[src/common/flash_ctrl_pkg.sv]
// flash controller shared types, flash opcodes and transfer sizes
package flash_ctrl_pkg;

    // user side operation
    typedef enum logic [1:0]
    {
        OP_ERASE = 2'd0,
        OP_WRITE = 2'd1,
        OP_READ  = 2'd2
    } user_op_t;

    // descriptor type seen by the spi engine
    typedef enum logic [1:0]
    {
        SPI_INS   = 2'd0,     // instruction only
        SPI_READ  = 2'd1,
        SPI_WRITE = 2'd2
    } spi_op_t;

    typedef enum logic [3:0]
    {
        ST_IDLE,
        ST_LATCH,
        ST_WREN,
        ST_PP_CMD,
        ST_PP_DATA,
        ST_SE_CMD,
        ST_RD_CMD,
        ST_RD_DATA,
        ST_SR_CMD,
        ST_SR_CHECK,
        ST_BUSY_WAIT
    } seq_state_t;

    localparam int ADDR_W = 24;          // flash byte address
    localparam int DATA_W = 8;
    localparam int NUM_W  = 9;           // byte count, 256 max
    localparam int OP_W   = 32;          // opcode + address
    localparam int LEN_W  = 16;

    // serial nor opcodes
    localparam logic [DATA_W-1:0] CMD_WREN = 8'h06;
    localparam logic [DATA_W-1:0] CMD_PP   = 8'h02;
    localparam logic [DATA_W-1:0] CMD_SE   = 8'h20;
    localparam logic [DATA_W-1:0] CMD_READ = 8'h03;
    localparam logic [DATA_W-1:0] CMD_RDSR = 8'h05;

    localparam int CMD_BITS     = 8;
    localparam int CMDADDR_BITS = 32;
    localparam int STATUS_CLKS  = 16;    // opcode plus one status byte

    localparam int SR_WIP_BIT = 0;       // write in progress

    localparam int BUSY_WAIT_CYCLES = 256;
    localparam int FIFO_DEPTH       = 256;

endpackage

[src/source/sync_fifo.sv]
// synchronous byte fifo with count based flags and registered read data
`timescale 1ns/1ps

module sync_fifo
    import flash_ctrl_pkg::*;
#(
    parameter int DEPTH = FIFO_DEPTH
)
(
    input  logic              i_clk,
    input  logic              i_rst,
    input  logic              i_wr_en,
    input  logic [DATA_W-1:0] i_wr_data,
    input  logic              i_rd_en,
    output logic [DATA_W-1:0] o_rd_data,
    output logic              o_empty,
    output logic              o_full
);

    localparam int PTR_W = (DEPTH > 1) ? $clog2(DEPTH) : 1;
    localparam int CNT_W = $clog2(DEPTH + 1);

    logic [DATA_W-1:0] r_mem [DEPTH];
    logic [PTR_W-1:0]  r_wr_ptr;
    logic [PTR_W-1:0]  r_rd_ptr;
    logic [CNT_W-1:0]  r_count;
    logic              w_do_wr;
    logic              w_do_rd;

    // wrap explicitly so non power of two depths work
    function automatic logic [PTR_W-1:0] ptr_next(input logic [PTR_W-1:0] ptr);
        return (ptr == PTR_W'(DEPTH - 1)) ? '0 : ptr + 1'b1;
    endfunction

    assign o_empty = (r_count == '0);
    assign o_full  = (r_count == CNT_W'(DEPTH));
    assign w_do_wr = i_wr_en && !o_full;
    assign w_do_rd = i_rd_en && !o_empty;

    always_ff @(posedge i_clk)
    begin
        if (w_do_wr)
            r_mem[r_wr_ptr] <= i_wr_data;
        if (w_do_rd)
            o_rd_data <= r_mem[r_rd_ptr];   // valid the cycle after rd_en
    end

    always_ff @(posedge i_clk or posedge i_rst)
    begin
        if (i_rst)
        begin
            r_wr_ptr <= '0;
            r_rd_ptr <= '0;
            r_count  <= '0;
        end
        else
        begin
            if (w_do_wr)
                r_wr_ptr <= ptr_next(r_wr_ptr);
            if (w_do_rd)
                r_rd_ptr <= ptr_next(r_rd_ptr);
            case ({w_do_wr, w_do_rd})
                2'b10:   r_count <= r_count + 1'b1;
                2'b01:   r_count <= r_count - 1'b1;
                default: r_count <= r_count;
            endcase
        end
    end

    a_no_overflow: assert property (@(posedge i_clk) disable iff (i_rst) i_wr_en |-> !o_full)
        else $error("sync_fifo write while full");
    a_no_underflow: assert property (@(posedge i_clk) disable iff (i_rst) i_rd_en |-> !o_empty)
        else $error("sync_fifo read while empty");

endmodule

[src/flash_ctrl/flash_seq.sv]
// operation sequencer that turns one user request into spi descriptors and polls the status
`timescale 1ns/1ps

module flash_seq
    import flash_ctrl_pkg::*;
(
    input  logic              i_clk,
    input  logic              i_rst,
    input  user_op_t          i_op_type,
    input  logic [ADDR_W-1:0] i_op_addr,
    input  logic [NUM_W-1:0]  i_op_num,
    input  logic              i_op_valid,
    output logic              o_op_ready,
    output logic [OP_W-1:0]   o_spi_op_data,
    output spi_op_t           o_spi_op_type,
    output logic [LEN_W-1:0]  o_spi_op_len,
    output logic [LEN_W-1:0]  o_spi_clk_len,
    output logic              o_spi_op_valid,
    input  logic              i_spi_op_ready,
    input  logic [DATA_W-1:0] i_spi_read_data,
    input  logic              i_spi_read_valid,
    output logic              o_rd_fifo_wr,
    output logic              o_rd_done
);

    seq_state_t        r_state;
    seq_state_t        r_state_d;
    seq_state_t        w_state_nxt;
    user_op_t          r_type;
    logic [ADDR_W-1:0] r_addr;
    logic [NUM_W-1:0]  r_num;
    logic              r_ready_d;
    logic [LEN_W-1:0]  r_wait_cnt;
    logic              r_sr_seen;
    logic              r_sr_busy;
    logic              w_op_accept;
    logic              w_spi_accept;
    logic              w_ready_rise;
    logic              w_state_entry;
    logic              w_cmd_state;
    logic              w_sr_busy;
    logic [LEN_W-1:0]  w_data_clks;

    assign w_op_accept   = i_op_valid && o_op_ready;
    assign w_spi_accept  = o_spi_op_valid && i_spi_op_ready;
    assign w_ready_rise  = i_spi_op_ready && !r_ready_d;    // engine finished shifting
    assign w_state_entry = (r_state != r_state_d);
    assign w_cmd_state   = (r_state inside {ST_WREN, ST_PP_CMD, ST_SE_CMD, ST_RD_CMD, ST_SR_CMD});
    // 32 header clocks plus 8 per data byte
    assign w_data_clks   = LEN_W'(CMDADDR_BITS) + (LEN_W'(r_num) << 3);

    // status byte may land in the same cycle as the end of transfer
    assign w_sr_busy = r_sr_seen ? r_sr_busy : (i_spi_read_valid & i_spi_read_data[SR_WIP_BIT]);

    // only data phase bytes go to the read fifo
    assign o_rd_fifo_wr = (r_state == ST_RD_DATA) && i_spi_read_valid;

    always_comb
    begin
        w_state_nxt = r_state;
        case (r_state)
            ST_IDLE:
                if (w_op_accept)
                    w_state_nxt = ST_LATCH;
            ST_LATCH:
                w_state_nxt = (r_type == OP_READ) ? ST_RD_CMD : ST_WREN;
            ST_WREN:
                if (w_spi_accept)
                    w_state_nxt = (r_type == OP_ERASE) ? ST_SE_CMD : ST_PP_CMD;
            ST_PP_CMD:
                if (w_spi_accept)
                    w_state_nxt = ST_PP_DATA;
            ST_PP_DATA:
                if (w_ready_rise)
                    w_state_nxt = ST_SR_CMD;
            ST_SE_CMD:
                if (w_spi_accept)
                    w_state_nxt = ST_SR_CMD;
            ST_RD_CMD:
                if (w_spi_accept)
                    w_state_nxt = ST_RD_DATA;
            ST_RD_DATA:
                if (w_ready_rise)
                    w_state_nxt = ST_SR_CMD;
            ST_SR_CMD:
                if (w_spi_accept)
                    w_state_nxt = ST_SR_CHECK;
            ST_SR_CHECK:
                if (w_ready_rise)
                    w_state_nxt = w_sr_busy ? ST_BUSY_WAIT : ST_IDLE;
            ST_BUSY_WAIT:
                if (r_wait_cnt == LEN_W'(BUSY_WAIT_CYCLES - 1))
                    w_state_nxt = ST_SR_CMD;        // poll again
            default:
                w_state_nxt = ST_IDLE;
        endcase
    end

    always_ff @(posedge i_clk or posedge i_rst)
    begin
        if (i_rst)
        begin
            r_state        <= ST_IDLE;
            r_state_d      <= ST_IDLE;
            r_ready_d      <= 1'b1;     // no false edge out of reset
            r_wait_cnt     <= '0;
            o_op_ready     <= 1'b1;
            o_spi_op_valid <= 1'b0;
            o_rd_done      <= 1'b0;
        end
        else
        begin
            r_state    <= w_state_nxt;
            r_state_d  <= r_state;
            r_ready_d  <= i_spi_op_ready;
            r_wait_cnt <= (r_state == ST_BUSY_WAIT) ? r_wait_cnt + 1'b1 : '0;
            o_op_ready <= (w_state_nxt == ST_IDLE);
            o_rd_done  <= (r_state == ST_RD_DATA) && w_ready_rise;
            if (w_spi_accept)
                o_spi_op_valid <= 1'b0;
            else if (w_state_entry && w_cmd_state)
                o_spi_op_valid <= 1'b1;
        end
    end

    // first status byte of each poll
    always_ff @(posedge i_clk or posedge i_rst)
    begin
        if (i_rst)
        begin
            r_sr_seen <= 1'b0;
            r_sr_busy <= 1'b0;
        end
        else if (r_state == ST_SR_CMD)
        begin
            r_sr_seen <= 1'b0;
            r_sr_busy <= 1'b0;
        end
        else if ((r_state == ST_SR_CHECK) && i_spi_read_valid && !r_sr_seen)
        begin
            r_sr_seen <= 1'b1;
            r_sr_busy <= i_spi_read_data[SR_WIP_BIT];
        end
    end

    always_ff @(posedge i_clk)
    begin
        if (w_op_accept)
        begin
            r_type <= i_op_type;
            r_addr <= i_op_addr;
            r_num  <= i_op_num;
        end
    end

    // descriptor fields load on the first cycle of each command state
    always_ff @(posedge i_clk)
    begin
        if (w_state_entry)
        begin
            case (r_state)
                ST_WREN:
                begin
                    o_spi_op_data <= {CMD_WREN, ADDR_W'(0)};
                    o_spi_op_type <= SPI_INS;
                    o_spi_op_len  <= LEN_W'(CMD_BITS);
                    o_spi_clk_len <= LEN_W'(CMD_BITS);
                end
                ST_PP_CMD:
                begin
                    o_spi_op_data <= {CMD_PP, r_addr};
                    o_spi_op_type <= SPI_WRITE;
                    o_spi_op_len  <= LEN_W'(CMDADDR_BITS);
                    o_spi_clk_len <= w_data_clks;
                end
                ST_SE_CMD:
                begin
                    o_spi_op_data <= {CMD_SE, r_addr};
                    o_spi_op_type <= SPI_INS;
                    o_spi_op_len  <= LEN_W'(CMDADDR_BITS);
                    o_spi_clk_len <= LEN_W'(CMDADDR_BITS);
                end
                ST_RD_CMD:
                begin
                    o_spi_op_data <= {CMD_READ, r_addr};
                    o_spi_op_type <= SPI_READ;
                    o_spi_op_len  <= LEN_W'(CMDADDR_BITS);
                    o_spi_clk_len <= w_data_clks;
                end
                ST_SR_CMD:
                begin
                    o_spi_op_data <= {CMD_RDSR, ADDR_W'(0)};
                    o_spi_op_type <= SPI_READ;
                    o_spi_op_len  <= LEN_W'(CMD_BITS);
                    o_spi_clk_len <= LEN_W'(STATUS_CLKS);
                end
                default:
                    ;
            endcase
        end
    end

    a_desc_hold: assert property (@(posedge i_clk) disable iff (i_rst)
        o_spi_op_valid && !i_spi_op_ready |=> o_spi_op_valid && $stable(o_spi_op_data)
            && $stable(o_spi_op_type) && $stable(o_spi_op_len) && $stable(o_spi_clk_len))
        else $error("descriptor dropped or changed before handshake");

    a_req_hold: assert property (@(posedge i_clk) disable iff (i_rst)
        i_op_valid && !o_op_ready |=> !i_op_valid
            || ($stable(i_op_type) && $stable(i_op_addr) && $stable(i_op_num)))
        else $error("user request changed while waiting");

endmodule

[src/flash_ctrl/read_framer.sv]
// read framer that drains the read fifo as one continuous burst with sop and eop
`timescale 1ns/1ps

module read_framer
    import flash_ctrl_pkg::*;
(
    input  logic              i_clk,
    input  logic              i_rst,
    input  logic              i_rd_done,
    input  logic              i_fifo_empty,
    input  logic [DATA_W-1:0] i_fifo_data,
    output logic              o_fifo_rd,
    output logic [DATA_W-1:0] o_rd_data,
    output logic              o_rd_valid,
    output logic              o_rd_sop,
    output logic              o_rd_eop
);

    logic r_reading;
    logic r_valid;
    logic r_sop;

    // back to back reads until the fifo runs dry
    assign o_fifo_rd = r_reading && !i_fifo_empty;

    always_ff @(posedge i_clk or posedge i_rst)
    begin
        if (i_rst)
            r_reading <= 1'b0;
        else if (i_rd_done)
            r_reading <= 1'b1;          // first read one cycle after done
        else if (r_reading && i_fifo_empty)
            r_reading <= 1'b0;
    end

    always_ff @(posedge i_clk or posedge i_rst)
    begin
        if (i_rst)
        begin
            r_valid <= 1'b0;
            r_sop   <= 1'b0;
        end
        else
        begin
            r_valid <= o_fifo_rd;               // one stage behind the read
            r_sop   <= o_fifo_rd && !r_valid;   // start of the read run
        end
    end

    // fifo output register is the data stage, aligned with r_valid
    assign o_rd_data  = i_fifo_data;
    assign o_rd_valid = r_valid;
    assign o_rd_sop   = r_sop;
    // empty rises right after the last read so it flags the last valid byte
    assign o_rd_eop   = r_valid && i_fifo_empty;

    a_eop_ends_burst: assert property (@(posedge i_clk) disable iff (i_rst)
        o_rd_eop |=> !o_rd_valid)
        else $error("read burst keeps going after eop");

    a_burst_continuous: assert property (@(posedge i_clk) disable iff (i_rst)
        o_rd_valid && !o_rd_eop |=> o_rd_valid && !o_rd_sop)
        else $error("read burst broken before eop");

endmodule

[src/flash_ctrl/flash_ctrl.sv]
// serial nor flash command controller, user port to spi shift engine
`timescale 1ns/1ps

module flash_ctrl
    import flash_ctrl_pkg::*;
(
    input  logic              i_clk,
    input  logic              i_rst,

    // user request
    input  user_op_t          i_op_type,
    input  logic [ADDR_W-1:0] i_op_addr,
    input  logic [NUM_W-1:0]  i_op_num,
    input  logic              i_op_valid,
    output logic              o_op_ready,

    // user write stream
    input  logic [DATA_W-1:0] i_wr_data,
    input  logic              i_wr_sop,
    input  logic              i_wr_eop,
    input  logic              i_wr_valid,

    // user read stream
    output logic [DATA_W-1:0] o_rd_data,
    output logic              o_rd_sop,
    output logic              o_rd_eop,
    output logic              o_rd_valid,

    // spi engine descriptor
    output logic [OP_W-1:0]   o_spi_op_data,
    output spi_op_t           o_spi_op_type,
    output logic [LEN_W-1:0]  o_spi_op_len,
    output logic [LEN_W-1:0]  o_spi_clk_len,
    output logic              o_spi_op_valid,
    input  logic              i_spi_op_ready,

    // spi engine data
    output logic [DATA_W-1:0] o_spi_write_data,
    input  logic              i_spi_write_req,
    input  logic [DATA_W-1:0] i_spi_read_data,
    input  logic              i_spi_read_valid
);

    logic [DATA_W-1:0] r_wr_data;
    logic              r_wr_valid;
    logic              rd_fifo_wr;
    logic              rd_fifo_rd;
    logic              rd_fifo_empty;
    logic [DATA_W-1:0] rd_fifo_data;
    logic              rd_done;

    // one register stage in front of the write fifo
    always_ff @(posedge i_clk or posedge i_rst)
    begin
        if (i_rst)
            r_wr_valid <= 1'b0;
        else
            r_wr_valid <= i_wr_valid;
    end

    always_ff @(posedge i_clk)
    begin
        r_wr_data <= i_wr_data;
    end

    flash_seq u_seq (
        .i_clk            (i_clk),
        .i_rst            (i_rst),
        .i_op_type        (i_op_type),
        .i_op_addr        (i_op_addr),
        .i_op_num         (i_op_num),
        .i_op_valid       (i_op_valid),
        .o_op_ready       (o_op_ready),
        .o_spi_op_data    (o_spi_op_data),
        .o_spi_op_type    (o_spi_op_type),
        .o_spi_op_len     (o_spi_op_len),
        .o_spi_clk_len    (o_spi_clk_len),
        .o_spi_op_valid   (o_spi_op_valid),
        .i_spi_op_ready   (i_spi_op_ready),
        .i_spi_read_data  (i_spi_read_data),
        .i_spi_read_valid (i_spi_read_valid),
        .o_rd_fifo_wr     (rd_fifo_wr),
        .o_rd_done        (rd_done)
    );

    // page data, pulled byte by byte by the engine
    sync_fifo #(.DEPTH(FIFO_DEPTH)) u_wr_fifo (
        .i_clk     (i_clk),
        .i_rst     (i_rst),
        .i_wr_en   (r_wr_valid),
        .i_wr_data (r_wr_data),
        .i_rd_en   (i_spi_write_req),
        .o_rd_data (o_spi_write_data),
        .o_empty   (),
        .o_full    ()
    );

    // sparse read bytes collected here, replayed as one burst
    sync_fifo #(.DEPTH(FIFO_DEPTH)) u_rd_fifo (
        .i_clk     (i_clk),
        .i_rst     (i_rst),
        .i_wr_en   (rd_fifo_wr),
        .i_wr_data (i_spi_read_data),
        .i_rd_en   (rd_fifo_rd),
        .o_rd_data (rd_fifo_data),
        .o_empty   (rd_fifo_empty),
        .o_full    ()
    );

    read_framer u_framer (
        .i_clk        (i_clk),
        .i_rst        (i_rst),
        .i_rd_done    (rd_done),
        .i_fifo_empty (rd_fifo_empty),
        .i_fifo_data  (rd_fifo_data),
        .o_fifo_rd    (rd_fifo_rd),
        .o_rd_data    (o_rd_data),
        .o_rd_valid   (o_rd_valid),
        .o_rd_sop     (o_rd_sop),
        .o_rd_eop     (o_rd_eop)
    );

    // write stream markers only come with a data byte
    a_wr_marker: assert property (@(posedge i_clk) disable iff (i_rst)
        (i_wr_sop || i_wr_eop) |-> i_wr_valid)
        else $error("write sop or eop without valid");

endmodule

[config.mk]
export PLATFORM = sky130hd
export DESIGN_NAME = flash_ctrl
export DESIGN_NICKNAME = d
export VERILOG_FILES = /design/src/common/flash_ctrl_pkg.sv /design/src/source/sync_fifo.sv /design/src/flash_ctrl/flash_seq.sv /design/src/flash_ctrl/read_framer.sv /design/src/flash_ctrl/flash_ctrl.sv
export SDC_FILE = /design/constraint.sdc
export NUM_CORES = 2
export LEC_CHECK = 0
export ABC_AREA = 1
export BUFFER_PORTS_ARGS = -buffer_cell sky130_fd_sc_hd__buf_4
export CORE_MARGIN = 1
export CORE_UTILIZATION = 55
export DETAILED_ROUTE_END_ITERATION = 10
export PLACE_DENSITY = 0.74
export SETUP_SLACK_MARGIN = 0.02
export SLEW_MARGIN = 20
export SYNTH_ARGS = -nofsm -noshare
export SYNTH_HDL_FRONTEND = slang
export SYNTH_SLANG_ARGS = --single-unit
[constraint.sdc]
create_clock -name i_clk -period 4.3 [get_ports i_clk]
set_clock_uncertainty 0.05 [all_clocks]
set_input_delay 1.075 -clock i_clk [delete_from_list [all_inputs] [get_ports i_clk]]
set_output_delay 1.075 -clock i_clk [all_outputs]
set_load 0.1 [all_outputs]
# After elaboration in Yosys (flattened, before gate mapping)
# Memory sizes are Yosys's and may differ from the RTL's. A register that Yosys moved wholly into a read port is not among the register bits.
# Index checks and enable logic that the tools add are counted.
dict set report word_totals {
  output_inout_bits 87
  reg_bits 193
  n_memories 2
  wordCells 147
  ram_bits 4096
  in_bits 60
}
dict set report classes {
  reduce_logical 47
  bitwise_logic 1
  addsub 10
  n_eq_ne 23
  muxes 37
}
# memory words width rd rd_clocked_by_memory_dff wr line_no
set mem_list {}
lappend mem_list {u_rd_fifo.r_mem 256 8 1 1 1 sync_fifo.sv:23} ;# logic [DATA_W-1:0] r_mem [DEPTH];
lappend mem_list {u_wr_fifo.r_mem 256 8 1 1 1 sync_fifo.sv:23}
# operator count
set ops {}
lappend ops {{32-bit one-hot mux with 5 select lines} 1}
lappend ops {{16-bit one-hot mux with 4 select lines} 1}
lappend ops {{4-bit 2-to-1 mux} 10}
lappend ops {{4-bit one-hot mux with 10 select lines} 1}
lappend ops {{9-bit one-hot mux with 2 select lines} 2}
lappend ops {{8-bit by 1-bit adder with 8-bit output (second input constant)} 4}
lappend ops {{8-bit equality test (second input constant)} 4}
lappend ops {{8-bit 2-to-1 mux} 4}
lappend ops {{16-bit one-hot mux with 2 select lines} 1}
lappend ops {{9-bit by 1-bit adder with 9-bit output (second input constant)} 2}
lappend ops {{9-bit equality test (second input constant)} 2}
lappend ops {{9-bit logical NOT} 2}
lappend ops {{9-bit by 1-bit subtractor with 9-bit output (second input constant)} 2}
lappend ops {{16-bit by 1-bit adder with 16-bit output (second input constant)} 1}
lappend ops {{16-bit by 8-bit equality test with 1-bit output (second input constant)} 1}
lappend ops {{4-bit by 3-bit equality test with 1-bit output (second input constant)} 4}
lappend ops {{1-bit logical AND} 16}
lappend ops {{16-bit 2-to-1 mux} 1}
lappend ops {{6-bit by 12-bit adder with 13-bit output (first input constant)} 1}
lappend ops {{1-bit 2-to-1 mux} 13}
lappend ops {{4-bit equality test (second input constant)} 3}
lappend ops {{2-bit nonzero test} 6}
lappend ops {{2-bit OR reduction} 5}
lappend ops {{4-bit by 2-bit equality test with 1-bit output (second input constant)} 2}
lappend ops {{15 further kinds} 29}

# Logic depth before layout (Yosys ltp)
dict set report logic_depth {
  ltp_word 6
  mapped_depth 18
  ltp_nobuf 18
}

# Cells and area by module
# From an unflattened synthesis, not the netlist that was laid out.
dict set report hier_totals {
  hier_cells 14705
  hier_area_um2 174442.3
}
# mod cells_per_inst seq_area_each_um2 area_each_um2 instances
set modules_own_cells {}
lappend modules_own_cells {sync_fifo 7126 62364.8 84753.8 2}
lappend modules_own_cells {flash_seq 423 3065.4 4571.9 1}
lappend modules_own_cells {flash_ctrl 10 185.2 188.9 1}
lappend modules_own_cells {read_framer 20 75.1 173.9 1}

# Least setup slack after synthesis
# No wires, ideal clock.
dict set report synth_timing {
  kind {reg2reg}
  from {register r_wr_data[0]}
  to {memory u_wr_fifo.r_mem[0][0], data pin}
  path_buffers 0
  slack_ns 0.016
  required_ns 3.398
  path_stages_with_launch 1
  setup_ns 0.852
  period_less_slack_ns 4.284
  arrival_ns 3.382
  path_cell_list {dfxtp_1}
}
# element line_no
set synth_rtl {}
lappend synth_rtl {{from (decl)} flash_ctrl.sv:44} ;# logic [DATA_W-1:0] r_wr_data;
lappend synth_rtl {{from (signal assigned)} flash_ctrl.sv:63} ;# r_wr_data <= i_wr_data;
lappend synth_rtl {{to (decl)} sync_fifo.sv:23}
# No word-level cell before the write port.

==> results.tsv <==
stage	metric	value	unit
floorplan	DIE HEIGHT	565	µm
grt	global-route wire length before repair	653000	µm
synthesis	Cell variety after synth	54	
power_and_ir_drop	combinational share of power	0.322	
power_and_ir_drop	Clk pwr share	0.290	
placement	total placed cells including tap cells	18300	
final_layout	Multi-input gate area	40800	µm²
power_and_ir_drop	Int Power	77200	µW
floorplan	die width	565	µm
floorplan	die area	319000	µm²
run_status	status	finished clean	
worst_setup_path	cell family with most CP delay	simple AND/OR/NAND/NOR gates	
clocking	number of buffers created by CTS	421	
clocking	CTS sink count	4281	
worst_setup_path	CP required	5100	ps
worst_setup_path	WP buf/inv	2	
synthesis	EDFF count, synth	4189	
placement	routability cong.	0.914	
grt	initial antenna violation count	13	
power_and_ir_drop	Sw Ratio	0.374	
final_layout	Final Util	0.611	
clocking	CTS resizes	0	
clocking	CTS tree	built	
final_layout	fillcell total	23300	
worst_setup_path	WP depth	12	
worst_setup_path	flop-to-flop setup slack	710	ps
worst_setup_path	WP data arrival	4390	ps
worst_setup_path	crit path max fanout	57	
synthesis	leading register cell type out of synthesis	edfxtp_1	
placement	DP HPWL	248000	µm
worst_setup_path	WS Path Type	register to register	
final_layout	most common cell after layout, fill and taps aside	nand2_1	
worst_setup_path	max incr delay on CP	670	ps
timing	Final Hold Slack	180	ps
clocking	H-tree levels	5	
worst_setup_path	reg2reg end	u_rd_fifo.o_rd_data[1]	
clocking	hold buffer count at cts	0	
routing	Iter 0 DRT Violations	16300	
power_and_ir_drop	Max VDD drop	0.000966	V
synthesis	Synth Instances	14700	
floorplan	Core Area	315000	µm²
timing	measured slew at the worst slew-check pin	1140	ps
grt	total gr overflow	0	
min_path	Worst Hold Depth	1	
timing	fmax	279	MHz
clocking	CTS Root Cell	clkbuf_16	
synthesis	Seq/Total Area, Yosys	0.734	
power_and_ir_drop	Psw	46000	µW
timing	total negative slack	0	ps
timing	Slew Limit Fails	0	
routing	via count	114000	
timing	RSZ-0062 raised after global routing	false	
timing	Final Hold Vio Count	0	
final_layout	Area growth, synth to finish	10.3	%
floorplan	Starting Density	0.553	
power_and_ir_drop	leakage power	0.0674	µW
routing	Post-route DRC	0	
routing	final WL	439000	µm
final_layout	Non-Filler Instances	19100	
synthesis	Cell Area, Synth	174000	µm²
synthesis	Yosys reg bits	4281	
synthesis	ys async rst share	0.0196	
final_layout	register area	128000	µm²
min_path	hold crit path type	input port to register	
final_layout	NumNets Final	14700	
worst_setup_path	Startpoint Class	register	
worst_setup_path	RR Startpoint	u_rd_fifo.r_rd_ptr[0]	
grt	overall routing resource usage	0.269	
timing	Final setup viols	0	
min_path	launch point of the worst hold path	i_spi_op_ready	
final_layout	fraction of layout instances using a drive strength above 1	0.0728	
worst_setup_path	R2R depth	12	
clocking	Max clock buf depth	4	
routing	Post-DRT Antenna Nets	0	
floorplan	I/O pin cnt	147	
synthesis	Synthesis Warnings	0	
job	Max Cap Viol	0	
floorplan	Row Count	206	
worst_setup_path	Max stage delay cell, worst path	dfrtp_4	
placement	port buffer count	120	
grt	vias in the first global route	107000	
routing	drt pass-1 iters	8	
min_path	WHS Endpoint	u_seq.r_ready_d	
power_and_ir_drop	share of total power in sequential cells	0.388	
final_layout	most frequent cells in the layout	4358 x nand2_1, 4189 x edfxtp_1, 4047 x nand3_1	
worst_setup_path	Worst setup EP type	register	
worst_setup_path	Most common cell on crit path	nand3_1	
routing	Wirelength per Cell	23.0	µm
synthesis	synthesized area per cell	11.9	µm²
power_and_ir_drop	Power Density	640	nW/µm²
timing	Slew HR	0.239	
clocking	setup repair bufs after CTS	0	
clocking	Reg clk slew, reported paths	60	ps
worst_setup_path	Critical Path, Cell by Cell	buf_4 > buf_4 > nand2_1 > nand3_1 > nand3_1 > nand3_1 > nand3_1 > nand3_1 > nand3_1 > nand2_1 > nand2_1 > nand2_1	
routing	via/cell ratio	5.97	
grt	pin count of the biggest net entering global routing	220	
timing	period utilization	0.835	
timing	min Tclk post-route	3590	ps
clocking	latest clock arrival within the worst-skew pair	1000	ps
routing by layer:
layer	vias up	GRT usage	routed length [µm]
met5	-	0	64
met4	10	0.121	20100
met3	1033	0.0477	45400
met2	6321	0.430	208000
met1	54700	0.363	165000
li1	51800	-	-
power by group through the flow:
| stage | combinational [µW] | clock [µW] | sequential [µW] |
|---|---|---|---|
| 5_1_grt | 42500 | 37400 | 47900 |
| 2_1_floorplan | 24500 | 0 | 50400 |
| 6_report | 39600 | 35700 | 47900 |
| 4_1_cts | 38900 | 35900 | 47800 |
| 3_5_place_dp | 38700 | 0 | 48700 |
| 3_3_place_gp | 38000 | 0 | 48700 |
synthesized netlist by cell type (2+ instances only):
master / count / share of area
nand3_1: 4050 / 0.12
inv_1: 130 / 0.0028
o21a_1: 2 / 0.000086
xnor2_1: 4 / 0.00020
inv_4: 3 / 0.00011
edfxtp_1: 4189 / 0.72
nand2_1: 4365 / 0.094
buf_4: 97 / 0.0042
o22ai_1: 6 / 0.00022
ha_1: 23 / 0.0016
dfxtp_1: 8 / 0.00092
nor3_2: 3 / 0.00017
a31oi_1: 2 / 0.000072
a21oi_1: 38 / 0.0011
nand4_1: 15 / 0.00054
nand3b_1: 2 / 0.000086
clkinv_1: 6 / 0.00013
nor2_1: 620 / 0.013
dfstp_2: 2 / 0.00030
nand4_2: 4 / 0.00029
nor2_4: 4 / 0.00026
dfrtp_1: 82 / 0.012
buf_1: 63 / 0.0014
clkbuf_1: 188 / 0.0040
nor4_1: 7 / 0.00025
o21ai_1: 3 / 0.000086
or2_2: 4 / 0.00014
nor3b_1: 2 / 0.000086
o21ai_0: 36 / 0.0010
nand2_2: 7 / 0.00025
buf_2: 622 / 0.018
nand3_2: 4 / 0.00023
xor2_1: 28 / 0.0014
buf_6: 32 / 0.0021
inv_2: 8 / 0.00017
nor3_1: 27 / 0.00077
nor2_2: 2 / 0.000072
flip-flops by register name, indices dropped and copies added, names as in the netlist, 4 cells and up:
register and cells:
u_rd_fifo.r_mem 2048, u_wr_fifo.r_mem 2048, u_rd_fifo.r_rd_ptr 8, u_wr_fifo.r_rd_ptr 8, u_seq.r_state_d 4, u_rd_fifo.r_count 9
u_seq.r_wait_cnt 16, r_wr_data 8, u_seq.r_state 4, u_rd_fifo.o_rd_data 8, u_seq.o_spi_op_data 28, u_rd_fifo.r_wr_ptr 8
u_seq.o_spi_clk_len 10, u_seq.r_addr 24, u_wr_fifo.o_rd_data 8, u_wr_fifo.r_wr_ptr 8, u_seq.r_num 9, u_wr_fifo.r_count 9
area by class of cell:
cell class                 count  area share
multi-input combinational   9297       0.212
timing repair buffer         420      0.0225
clock buffer                 522      0.0571
clock inverter               251      0.0121
antenna                        5   0.0000650
inverter                     148     0.00335
sequential                  4281       0.666
tap                         4160      0.0270
how the worst max path moves through the flow:
| stage | from | to |
|---|---|---|
| 6_report | u_rd_fifo.r_rd_ptr[0] | u_rd_fifo.o_rd_data[1] |
| 5_1_grt | u_rd_fifo.r_rd_ptr[0] | u_rd_fifo.o_rd_data[1] |
| 4_1_cts | u_rd_fifo.r_count[0] | o_rd_eop |
| 3_5_place_dp | i_spi_read_valid | u_rd_fifo.r_mem[86][6] |
| 3_3_place_gp | i_spi_read_valid | u_rd_fifo.r_mem[86][6] |
| 2_1_floorplan | u_framer.o_rd_valid | o_rd_eop |
cells by family after synthesis:
family / synth area share
AND/OR/NAND/NOR: 0.227
flip-flops: 0.734
buffers and inverters: 0.0327
AO/OA/AOI/OAI: 0.00308
XOR/XNOR: 0.00161
adder cells (fa/ha/maj): 0.00176
other: 0.0000215
through the flow:
step	total power, µW	cell area (µm²)	worst slack [ps]
6_report	123000	192000	710
5_1_grt	128000	192000	532
4_1_cts	123000	192000	644
3_5_place_dp	87400	179000	514
3_3_place_gp	86700	179000	552
2_1_floorplan	74900	175000	876
(Power assumes the default switching activity.)
